--- config.mk ---
export PLATFORM = sky130hd
export DESIGN_NAME = sd_bus_fanout
export DESIGN_NICKNAME = d
export VERILOG_FILES = /design/src/verilog/sd_disk_pkg.sv /design/src/verilog/sd_bus_fanout.sv
export SDC_FILE = /design/constraint.sdc
export NUM_CORES = 1
export LEC_CHECK = 0
export BUFFER_PORTS_ARGS = -buffer_cell sky130_fd_sc_hd__buf_2
export CAP_MARGIN = 10
export CORE_AREA = 2 2 59 56
export DETAILED_ROUTE_END_ITERATION = 12
export DIE_AREA = 0 0 61 58
export HOLD_SLACK_MARGIN = 0.02
export PLACE_DENSITY = 0.82
export SLEW_MARGIN = 10
export SYNTH_ARGS = -nofsm -noshare
export SYNTH_HDL_FRONTEND = slang
export SYNTH_SLANG_ARGS = --single-unit
--- constraint.sdc ---
create_clock -name clk_sys -period 1.3 [get_ports clk_sys]
set_input_delay 0.195 -clock clk_sys [delete_from_list [all_inputs] [get_ports clk_sys]]
set_output_delay 0.195 -clock clk_sys [all_outputs]
set_load 0.005 [all_outputs]
--- src/verilog/sd_disk_pkg.sv ---
/* Shared widths, slot count and sector address, buffer and image size types,
   plus the per-slot channel state encoding */

`default_nettype none

package sd_disk_pkg;

	// ==============================
	// Widths and counts
	// ==============================

	// Floppy 1, hard disk, floppy 2
	localparam int NUM_SLOTS = 3;

	localparam int LBA_W = 32;
	localparam int BUF_AW = 9;
	localparam int BYTE_W = 8;
	localparam int SIZE_W = 64;

	// One SD sector per slot
	localparam int BUF_DEPTH = 1 << BUF_AW;

	// ==============================
	// Types
	// ==============================

	typedef logic [LBA_W-1:0] lba_t;
	typedef logic [BUF_AW-1:0] buf_addr_t;
	typedef logic [BYTE_W-1:0] byte_t;
	typedef logic [SIZE_W-1:0] img_size_t;

	// Request machine of one slot
	// chan_busy lasts from sd_rd/sd_wr until the ack has dropped again
	typedef enum logic {
		chan_idle = 1'b0,
		chan_busy = 1'b1
	} chan_state_t;

endpackage

`default_nettype wire
--- src/verilog/sd_bus_fanout.sv ---
/* SD bus input register with per-slot buffer write strobes and mount strobes */

`timescale 1ns/100ps
`default_nettype none

module sd_bus_fanout #(
	parameter int num_slots = sd_disk_pkg::NUM_SLOTS
) (
	input  wire                           clk_sys,
	input  wire                           dd_reset,
	input  wire        [num_slots-1:0]    sd_ack,
	input  wire sd_disk_pkg::buf_addr_t   sd_buff_addr,
	input  wire sd_disk_pkg::byte_t       sd_buff_dout,
	input  wire                           sd_buff_wr,
	input  wire        [num_slots-1:0]    img_mounted,
	input  wire sd_disk_pkg::img_size_t   img_size,
	input  wire                           img_readonly,
	output logic       [num_slots-1:0]    slot_ack,
	output logic       [num_slots-1:0]    slot_buf_we,
	output sd_disk_pkg::buf_addr_t        bus_addr,
	output sd_disk_pkg::byte_t            bus_data,
	output logic       [num_slots-1:0]    slot_mount,
	output logic                          image_present,
	output logic                          image_readonly
);

	// ==============================
	// Control strobes
	// ==============================

	// The bus is shared, so a write only lands in the buffer of the acked slot
	always_ff @(posedge clk_sys) begin
		if (dd_reset) begin
			slot_ack <= '0;
			slot_buf_we <= '0;
			slot_mount <= '0;
		end else begin
			slot_ack <= sd_ack;
			slot_buf_we <= sd_ack & {num_slots{sd_buff_wr}};
			slot_mount <= img_mounted;
		end
	end

	// ==============================
	// Payload
	// ==============================

	// Image info is only looked at together with slot_mount
	always_ff @(posedge clk_sys) begin
		bus_addr <= sd_buff_addr;
		bus_data <= sd_buff_dout;
		image_present <= (img_size != '0);
		image_readonly <= img_readonly;
	end

	// The host services one slot at a time
	a_ack_onehot: assert property (@(posedge clk_sys) disable iff (dd_reset)
		$onehot0(sd_ack));

endmodule

`default_nettype wire

==> flow_metrics.tcl <==
set metrics [dict create \
    wire_per_inst_um 10.5 \
    timing.setup.critical_path_class "in -> reg" \
    timing.final.crit_period_ns 1.06 \
    clock_tree.buffer_depth 2 \
    floorplan.initialDensity_pct 25.8 \
    number_of_placed_i_o_pins 119 \
    postPlaceCellArea_um2 1400 \
    gp_congestion 0.726 \
    synth_largest_type_area_fraction_pct 74.2 \
    cp_cell_sequence "buf_2 > nor4_1 > nand4_1 > or4_1" \
    syn_area_um2 756 \
    ant_cells 0 \
    setup.worst_path.end "image_present$_DFF_P_" \
    leading_cell_type_in_the_layout_fill_and_taps_excluded "buf_2" \
    floorplan.die.width_um 61 \
    ys_top_cells_by_area "dfxtp_1 74%, nor4_1 12%, nor2b_1 5.0%" \
    finalNetCount 290 \
    grt_overflow 0 \
    setup.worst_path.start "img_size[17]" \
    worstPathMaxFanout 1 \
    cpLargestDelayFamily "simple AND/OR/NAND/NOR gates" \
    core_ar_um2 2920 \
    cp.depth 4 \
    slowest_delay_ns 0.53 \
    hold_viol 0 \
    die_h_um 58 \
    synth_area_per_cell_um2 13.0 \
    drt_pass1_iterations 3 \
    cp_slowest_cell "or4_1" \
    place_hpwl_mm 2.05 \
    highest_achievable_clock_rate_ghz 0.943 \
    detail_route.wirelength_mm 2.52 \
    io_buffer_count 118 \
    timing_worst_slew_pin_value_ns 0.253 \
    floorplan.die_area_um2 3540 \
    max-vdd-ir-drop_mv 0.401 \
    timing.critical_path.from_type "input port" \
    inserted_clock_buffers 3 \
    worst_setup_path_end_kind "flip-flop" \
    htreeDepth 1 \
    syn_inst 58 \
    clock_transition_at_the_registers_of_the_reported_paths_ns 0.12 \
    route.detailed.drc 0 \
    post-synth-top-area-cell "dfxtp_1" \
    cts.sinks 28 \
    placementRows 19 \
    min_period_over_period_pct 81.6 \
    clock_tree.root_cell "clkbuf_4" \
    critPathBufInv 1 \
    static-leakage-power_nw 0.825 \
    layout_common_cells "118 x buf_2, 28 x dfxtp_1, 18 x dlygate4sd3_1" \
    number_of_unique_standard_cell_types_used_by_synthesis 7 \
    cts_tree "done" \
    antenna_found_initial 0 \
    final_max_slew_viol_count 0 \
    grt_usage_pct 14.2 \
    cts_setup_buffers 0 \
    grt_first_pass_wirelength_mm 3.74 \
    drt-initial-drc-count 18 \
    grt_setup_unrepaired "no" \
    final_antenna_net_count 0 \
    post-route-util_pct 54.8 \
    syn_nets 149 \
    result_of_the_run "complete, no violations" \
    crit_required_ns 1.48 \
    largest_net_degree_at_the_start_of_global_routing 15 \
    area_growth_syn_to_layout_pct 112 \
    layout.cell_area.non_filler_um2 1600 \
    finalSetupViolations 0 \
    drive_gt1_share_pct 61.9 \
    power-per-cell-area_nw_per_um2 915 \
    synthesis.yosys.warnings 0 \
    first_global_vias 906 \
    placement.setup.worst_slack_ns -0.127 \
    vias 952 \
    ys_ff_latch 28 \
    routed_via_density 3.98 \
    max-cap-violations 0 \
    postLayoutSetupSlackWorst_ns 0.240 \
    yosysSeqAreaShare_pct 74.2 \
    final.fill_count 248 \
    worst_slew_margin_rel_pct 83.0 \
    kind_of_path_behind_the_tightest_hold_check "in -> reg" \
    critPathArrivalTime_ns 1.24 \
]
per-stage QoR:
step	hold WS (ns)	instances	total power [mW]	setup TNS [ns]
final	0.0917	239	1.46	0
after global placement	0.297	218	1.13	-0.117
after global routing	0.0625	239	1.57	0
after detailed placement	0.299	218	1.13	-0.127
after floorplan	0.223	58	0.956	0
after CTS	0.0799	239	1.49	0
where the power goes:
part           internal [mW]  leakage (nW)  switching (mW)
logic                  0.168         0.577          0.0741
registers              0.901         0.235         0.00934
clock network          0.108        0.0138           0.204
synthesized netlist by cell type (all sizes together):
| master | instances |
|---|---|
| nor2b | 6 |
| or4 | 1 |
| dfxtp | 28 |
| nor4 | 16 |
| nand4 | 4 |
| and2 | 3 |
registers in the layout, indices dropped and copies added, names as in the netlist:
name,cells
bus_addr,9
bus_data,8
slot_ack,3
slot_buf_we,3
slot_mount,3
image_present,1
image_readonly,1
kinds of logic after synthesis:
group	count (synthesis)	synth area share, %
flops	28	74.2
simple gates	30	25.8
worst min-delay path by stage:
stage	depth (start not counted)	slack, ns	end	from
after floorplan	0	0.22	bus_addr[0]$_DFF_P_	sd_buff_addr[0]
after global placement	1	0.30	bus_addr[3]$_DFF_P_	sd_buff_addr[3]
after detailed placement	1	0.30	bus_addr[1]$_DFF_P_	sd_buff_addr[1]
after CTS	2	0.08	slot_mount[1]$_SDFF_PP0_	img_mounted[1]
after global routing	2	0.06	slot_mount[2]$_SDFF_PP0_	img_mounted[2]
final	2	0.09	slot_mount[1]$_SDFF_PP0_	img_mounted[1]
cell type report:
type,instances,area (µm²),share of cell area (%)
flip-flops and latches,28,561,35.0
well taps,42,52.6,3.28
repair buffers,136,771,48.1
multi-input cells,30,195,12.2
clock buffers,3,22.5,1.41
timing repair:
item,CTS,global route
hold buffers,18,0
endpoints found under the hold margin,18,0
gates resized for setup,0,0
layer usage:
metal  part of all wire, %  wire length, µm  track usage (%)  vias up
li1                      -                -                -      496
met1                    37              932             14.1      385
met2                    50             1260             26.7       69
met3                    12              307             4.46        2
met4                  0.83               21             5.59        0
met5                     0                0                0        -
Note: power is estimated with default switching activity, not from simulation.
