--- config.mk ---
export PLATFORM = sky130hd
export DESIGN_NAME = sd_bus_merge
export DESIGN_NICKNAME = d
export VERILOG_FILES = /design/src/verilog/sd_disk_pkg.sv /design/src/verilog/sd_bus_merge.sv
export SDC_FILE = /design/constraint.sdc
export NUM_CORES = 1
export LEC_CHECK = 0
export ABC_CLOCK_PERIOD_IN_PS = 1200
export BUFFER_PORTS_ARGS = -buffer_cell sky130_fd_sc_hd__buf_2
export CORE_AREA = 2 2 39 41
export CTS_CLUSTER_DIAMETER = 100
export DETAILED_ROUTE_END_ITERATION = 10
export DIE_AREA = 0 0 41 43
export PLACE_DENSITY = 0.75
export SYNTH_ARGS = -nofsm -noshare
export SYNTH_HDL_FRONTEND = slang
export SYNTH_SLANG_ARGS = --single-unit
--- constraint.sdc ---
create_clock -name clk_sys -period 1.2 [get_ports clk_sys]
set_input_delay 0.06 -clock clk_sys [delete_from_list [all_inputs] [get_ports clk_sys]]
set_output_delay 0.06 -clock clk_sys [all_outputs]
set_load 0.02 [all_outputs]
--- src/verilog/sd_disk_pkg.sv ---
/* Shared widths, slot count and sector address, buffer and image size types,
   plus the per-slot channel state encoding */

`default_nettype none

package sd_disk_pkg;

	// ==============================
	// Widths and counts
	// ==============================

	// Floppy 1, hard disk, floppy 2
	localparam int NUM_SLOTS = 3;

	localparam int LBA_W = 32;
	localparam int BUF_AW = 9;
	localparam int BYTE_W = 8;
	localparam int SIZE_W = 64;

	// One SD sector per slot
	localparam int BUF_DEPTH = 1 << BUF_AW;

	// ==============================
	// Types
	// ==============================

	typedef logic [LBA_W-1:0] lba_t;
	typedef logic [BUF_AW-1:0] buf_addr_t;
	typedef logic [BYTE_W-1:0] byte_t;
	typedef logic [SIZE_W-1:0] img_size_t;

	// Request machine of one slot
	// chan_busy lasts from sd_rd/sd_wr until the ack has dropped again
	typedef enum logic {
		chan_idle = 1'b0,
		chan_busy = 1'b1
	} chan_state_t;

endpackage

`default_nettype wire
--- src/verilog/sd_bus_merge.sv ---
/* Registered SD read-back mux over the acked slot and the CPU wait OR */

`timescale 1ns/100ps
`default_nettype none

module sd_bus_merge #(
	parameter int num_slots = sd_disk_pkg::NUM_SLOTS
) (
	input  wire                                    clk_sys,
	input  wire                                    dd_reset,
	input  wire        [num_slots-1:0]             slot_ack,
	input  wire sd_disk_pkg::byte_t [num_slots-1:0] slot_rdata,
	input  wire        [num_slots-1:0]             slot_wait,
	output sd_disk_pkg::byte_t                     sd_buff_din,
	output logic                                   cpu_wait
);

	logic [num_slots-1:0] ack_d;
	sd_disk_pkg::byte_t rdata_sel;

	// ==============================
	// Read-back path
	// ==============================

	// slot_rdata is one buffer read behind slot_ack, so the ack is delayed
	// once more to select the matching byte
	always_ff @(posedge clk_sys) begin
		if (dd_reset)
			ack_d <= '0;
		else
			ack_d <= slot_ack;
	end

	// At most one slot is acked, zero when none
	always_comb begin
		rdata_sel = '0;
		for (int i = 0; i < num_slots; i++) begin
			if (ack_d[i])
				rdata_sel = rdata_sel | slot_rdata[i];
		end
	end

	always_ff @(posedge clk_sys) begin
		sd_buff_din <= rdata_sel;
	end

	// ==============================
	// CPU stall
	// ==============================

	always_ff @(posedge clk_sys) begin
		if (dd_reset)
			cpu_wait <= 1'b0;
		else
			cpu_wait <= |slot_wait;
	end

endmodule

`default_nettype wire

==> metrics, run 1 <==
status=complete, no violations; Power Total=between 0.9 and 1 mW; WS Path Type=in -> reg; CP Buf/Inv Count=3; Comb power frac=~19%; I/O Buffers=40; post-synthesis sequential area ratio=60.38%; clock period minus worst slack=1157 ps; Placement Setup Slack=286.8 ps; worst-path cell chain=dlygate4sd3_1 > buf_2 > nor2b_1 > dlygate4sd3_1; Int Power=slightly above 0.7 mW; Pins Over Slew Limit=0; Clk network pwr share=33.6%; routability cong.=slightly above 0.6; vias in the first global route=between 400 and 500; hold depth=3; Crit-path slowest cell=dlygate4sd3_1; antenna cells=0; row cnt=14; count of cell types in the netlist=9; worst endpoint required time=about 1400 ps; Hold Vio Cnt, Final=0; Ports=41; CTS tree=yes; Clk Latency, worst-skew pair=roughly 270 ps; CTS sink cnt=12; critical path peak fanout=4; worst setup path startpoint=dd_reset; clk_skew=4.683 ps; Worst setup SP type=input pin; max cap viols=0; First DRT Iteration DRCs=26; dominant cells by area after synthesis=dfxtp_1 60%, a222oi_1 20%, inv_1 7.5%; main combinational cell family by area after synthesis=compound AO/OA/AOI/OAI gates; sw frac=24.02%; post-synthesis mux area share=0%; cells after synthesis=36; slew margin rel.=roughly 82%; Switch Pwr=between 0.2 and 0.25 mW; root buf cell=clkbuf_4; Worst Path Arrival=1380 ps; VDD IR max=0.7258 mV; Pleak=around 0.43 nW; residual DRC count=0; slew of the pin with the lowest slew margin=between 200 and 300 ps; critical path's largest stage delay=about 540 ps; PwrDens=1196 mW/mm2; sequential share of power=46.9%; final net count=126; vias=slightly below 500; Clock Path Buffers=2; Worst-path clk slew=approximately 80 ps; min-delay src=slot_rdata[16]; pin count of the biggest net entering global routing=9; final instance area=794.5 um2; R2R depth=2; area share of fa/ha/maj cells after synthesis=0%; Layout area overhead=99.69%; xor/xnor cell area share of the yosys netlist=0%; worst r2r src=ack_d[2]; Hold Path Class=in -> reg; CP endpoint kind=flop; Synthesized Nets=a little under 70; Max Clk Rate=0.8641 GHz; Synth Area in Simple Gates=under 10%; initial core utilization=between 20% and 30%; Core ar.=around 0.0014 mm2; Die H=43 um; setup bufs post-CTS=0; gr usage total=between 15 and 20%; Mapped Area=roughly 400 um2; GRT overflow=0; CTS Buf Count=3; FF+latch count, synth=12; post-DP HPWL=between 800 and 900 um; setup_tns=0 ps; first-pass GRT wire length=between 1500 and 2000 um; Hold Slack=7.058 ps; Crit. path cell count=4; PnR worst setup slack=around 43 ps; Initial DRT Pass Iterations=4; RSZ-0062 raised after global routing=no; drt wl/cell=between 10 and 15 um; share of layout cells above drive strength 1=47.31%; YS warnings=0; Die Wd=slightly above 40 um; crit share post-route=96.44%; cell family with most CP delay=buffers and inverters; post-synth top area share=roughly three fifths; vias per cell=between 4 and 5; cell taking the most area after synthesis=dfxtp_1; initial antenna violation count=0; endpoints failing setup=0; syn avg cell area=around 11 um2; DIE AREA=0.001763 mm2; post-route ant nets=0; Post-DP Area=598.1 um2; final wirelength=1159 um; H-tree lvl count=1; Compound-Gate Fraction of Synth Area=approximately a fifth; most frequent cell on the critical path=dlygate4sd3_1
[metrics by stage]
stage / std cells / utilization [%]
5_1_grt: 109 / 57.41
3_5_place_dp: 89 / 43.22
3_3_place_gp: 89 / 43.22
6_report: 109 / 57.41
2_1_floorplan: 36 / -
4_1_cts: 108 / 56.69
[sequential cells by signal, indices dropped and copies added (netlist names)]
name / cells
sd_buff_din: 8
ack_d: 3
cpu_wait: 1
[final timing paths]
check                   endpoint  slack [ps]
setup / recovery        ack_d[1]          40
hold / removal    sd_buff_din[0]           7
setup reg to reg  sd_buff_din[6]         290
hold reg to reg   sd_buff_din[0]         640
[worst register-to-register path, delay by kind of cell (launching register included)]
family / cells / cell delay [ps]
flops: 1 / 380
buf+inv: 1 / 70
compound gates: 1 / 350
[synthesized netlist by cell type]
cell type,n
clkbuf_1,1
a222oi_1,8
buf_2,1
inv_1,8
nor2b_1,3
dfxtp_1,12
buf_6,1
nor3_1,1
nor2_1,1
[repair_timing]
| item | 4_1_cts | 5_1_grt |
|---|---|---|
| endpoints found under the hold margin | 12 | 1 |
| hold buffers | 15 | 1 |
| gates resized for setup | 0 | 0 |
[per-layer routing]
metal | vias to the layer above | track usage, % | share of wire (%)
met5 | - | 0 | 0
met4 | 0 | 8.000 | 0
met3 | 0 | 7.853 | 10
met2 | 26 | 25.62 | 53
met1 | 212 | 13.16 | 37
li1 | 244 | - | -
[kinds of logic after synthesis]
logic type | Yosys count
DFF | 12
buffers and inverters | 11
AOI/OAI and AO/OA | 8
and+or+nand+nor | 5
[power groups by stage]
stage          registers, mW  clock network (mW)  logic [mW]
2_1_floorplan          0.482                   0      0.0433
3_3_place_gp           0.455                   0       0.142
3_5_place_dp           0.456                   0       0.145
4_1_cts                0.446               0.331       0.183
5_1_grt                0.451               0.356       0.201
6_report               0.446               0.319       0.184
[final cells by class]
class                      instances  area [um2]
fill                             123       589.3
timing repair buffer              56       360.3
sequential                        12       240.2
multi-input combinational         13       107.6
clock buffer                       4       36.28
inverter                           8       30.03
tap                               16       20.02
[cells in the final DEF (no fill, tap or decap)]
master,synthesis,final
buf_2,1,40
dlygate4sd3_1,0,16
dfxtp_1,12,12
a222oi_1,8,8
inv_1,8,8
nor2b_1,3,3
clkbuf_4,0,3
nor3_1,1,1
nor2_1,1,1
clkbuf_8,0,1
(Power assumes the default switching activity.)
==> inputs of run 2 (changes only) <==
ABC_AREA = 1   (was default)
PLACE_DENSITY = 0.77   (was 0.75)
==> run 2 against run 1 <==
Maximum frequency up 1.4%. Register-to-register slack better by 200 ps. Highest routed layer unchanged. Power down 12%. Synthesized cell count up 56%. Largest cell class unchanged. Sequential power about the same. First-iteration DRC count down 88%. Synthesized area up 5.7%.
==> metrics, run 2 <==
final net count=137 (+8.7%); CP endpoint kind=flop; root buf cell=clkbuf_4; fillers=141 (+15%); CTS Buf Count=3 (unchanged); CP Buf/Inv Count=2 (-1); slew margin rel.=81.78% (-0.26 points); clock period minus worst slack=1141 ps (-16.15 ps); post-DP HPWL=846.7 um (+4.1%); routability cong.=0.6343 (+2.9%); Top Registers=sd_buff_din (8), ack_d (3), cpu_wait (1); endpoints failing setup=0 (unchanged); top-count cell post-synth=nand2_1; number of flops mapped to enable cells by yosys=0 (unchanged); Ports=41 (unchanged); first-pass GRT wire length=1704 um (+0.83%); cell taking the most area after synthesis=dfxtp_1; Die H=43 um (unchanged); multi-input logic area=150.1 um2 (+40%); Synthesized Nets=88 (+29%); Resized Gates After CTS=0 (unchanged); DIE AREA=0.001763 mm2 (unchanged); PwrDens=1158 mW/mm2 (-3.1%); Hold Vio Cnt, Final=0 (unchanged); First DRT Iteration DRCs=3 (-88%); post-synth top area share=57.14% (-3.2 points); Top reg by flops=sd_buff_din; critical path peak fanout=4 (unchanged); Max Clk Rate=0.8763 GHz (+1.4%); met2 WL=622 um (+1.1%); residual DRC count=0 (unchanged); cells after synthesis=56 (+56%); syn avg cell area=7.507 um2 (-32%); YS warnings=0 (unchanged); initial antenna violation count=0 (unchanged); FF+latch area=240.2 um2 (unchanged); vias=523 (+8.5%); antenna cells=0 (unchanged); asr flop ratio synth=0% (unchanged); CTS tree=yes; Die Wd=41 um (unchanged); initial core utilization=30.38% (+1.6 points); row cnt=14 (unchanged); most frequent cells in the layout=39 x buf_2, 24 x nand2_1, 12 x dfxtp_1; Pins Over Slew Limit=0 (unchanged); Crit-path slowest cell=dlygate4sd3_1; Worst Path Arrival=1290 ps (-90 ps); Pleak=0.4048 nW (-6.8%); GRT overflow=0 (unchanged); vias in the first global route=513 (+11%); Hold Path Class=in -> reg; I/O Buffers=40 (unchanged); Worst-path clk slew=70 ps (about the same); H-tree lvl count=1 (unchanged); post-route ant nets=0 (unchanged); cell family with most CP delay=buffers and inverters; critical path's largest stage delay=610 ps (+70 ps); uppermost routed layer=met3; met1 WL=377 um (-12%); setup_tns=0 ps (unchanged); dominant cells by area after synthesis=dfxtp_1 57%, nand2_1 21%, nand3_1 9.5%; Clk Latency, worst-skew pair=260 ps (about the same); CTS sink cnt=12 (unchanged); Synth top cells by count=24 x nand2_1, 12 x dfxtp_1, 8 x nand3_1; Core ar.=0.001384 mm2 (unchanged); WS Path Type=in -> reg; drt wl/cell=9.303 um (-13%); max FFs per register=8 (unchanged); Layout area overhead=72.02%; RSZ-0062 raised after global routing=no; Placement Setup Slack=493.0 ps (+206.1 ps); max cap viols=0 (unchanged); PnR worst setup slack=58.87 ps (+16.15 ps); worst-path cell chain=dlygate4sd3_1 > nor2_1 > dlygate4sd3_1; Synth Flop Type=dfxtp_1; met3 routed WL=106 um (-9.4%); most frequent cell on the critical path=dlygate4sd3_1; post-synthesis sequential area ratio=57.14% (-3.2 points); Initial DRT Pass Iterations=4 (unchanged); VDD IR max=0.5731 mV (-21%); status=complete, no violations; gr usage total=14.24% (-0.82 points); Clock Path Buffers=2 (unchanged); pin count of the biggest net entering global routing=9 (unchanged); commonest non-fill, non-tap cell in the layout=buf_2; FF+latch count, synth=12 (unchanged); final wirelength=1107 um (-4.5%); slew of the pin with the lowest slew margin=272.9 ps (+3.512 ps); crit share post-route=95.09% (-1.3 points); worst endpoint required time=1350 ps (-70 ps); Mapped Area=420.4 um2 (+5.7%); share of layout cells above drive strength 1=40.78% (-6.5 points); Worst setup SP type=input pin; vias per cell=4.395 (-0.61%); clk_skew=2.196 ps (-2.487 ps); count of cell types in the netlist=8 (-1)
==> run 2: path summary, 6_finish.rpt <==
kind | startpoint | endpoint | slack [ps] | cells past startpoint
setup / recovery | dd_reset | ack_d[1] | 60 | 3
hold / removal | slot_rdata[0] | sd_buff_din[0] | 2 | 3
setup reg to reg | ack_d[1] | sd_buff_din[4] | 490 | 2
hold reg to reg | ack_d[0] | sd_buff_din[3] | 570 | 2
==> run 2: cell families (layout without fill, tap and decap cells) <==
family,Yosys count,count (layout),share of synthesized area [%]
compound gates,1,1,1.189
buf+inv,7,54,7.141
flops,12,12,57.14
simple gates,36,36,34.52
==> run 2: worst register-to-register path, cell delays in order (launching register included) <==
cell	delay [ps]
dfxtp_1	470
nand2_1	90
nand3_1	90
==> run 2: cell type report <==
type                    count  share of cell area [%]
well taps                  16                   2.768
multi-input cells          37                   20.76
clock buffers               3                   3.114
flip-flops and latches     12                   33.22
inverters                   4                   2.076
repair buffers             47                   38.06
==> run 2: timing repair <==
action                                  CTS  global route
hold buffers                              8             0
endpoints found under the hold margin     9             0
setup buffers                             0             0
endpoints found under the setup margin    0             1
==> run 2: stage by stage <==
step / power (mW) / instance area (um2) / utilization (%) / instances / hold slack [ps]
after global routing: 0.8832 / 723.2 / 52.26 / 119 / 5.387
after floorplan: 0.5211 / 420.4 / - / 56 / 129.1
after detailed placement: 0.5993 / 625.6 / 45.21 / 109 / 257.9
after CTS: 0.8526 / 728.2 / 52.62 / 120 / 0.1184
after global placement: 0.5961 / 625.6 / 45.21 / 109 / 259.0
final: 0.8375 / 723.2 / 52.26 / 119 / 1.787
==> run 2: power breakdown <==
part           internal (mW)  switching [mW]
registers              0.430          0.0166
logic                 0.0841          0.0758
clock network          0.116           0.115
total                  0.630           0.207
==> run 2: layer usage <==
metal	vias up	GRT usage, %
met4	0	2.000
met2	27	27.50
met1	230	12.46
met3	0	6.283
li1	266	-
met5	-	0
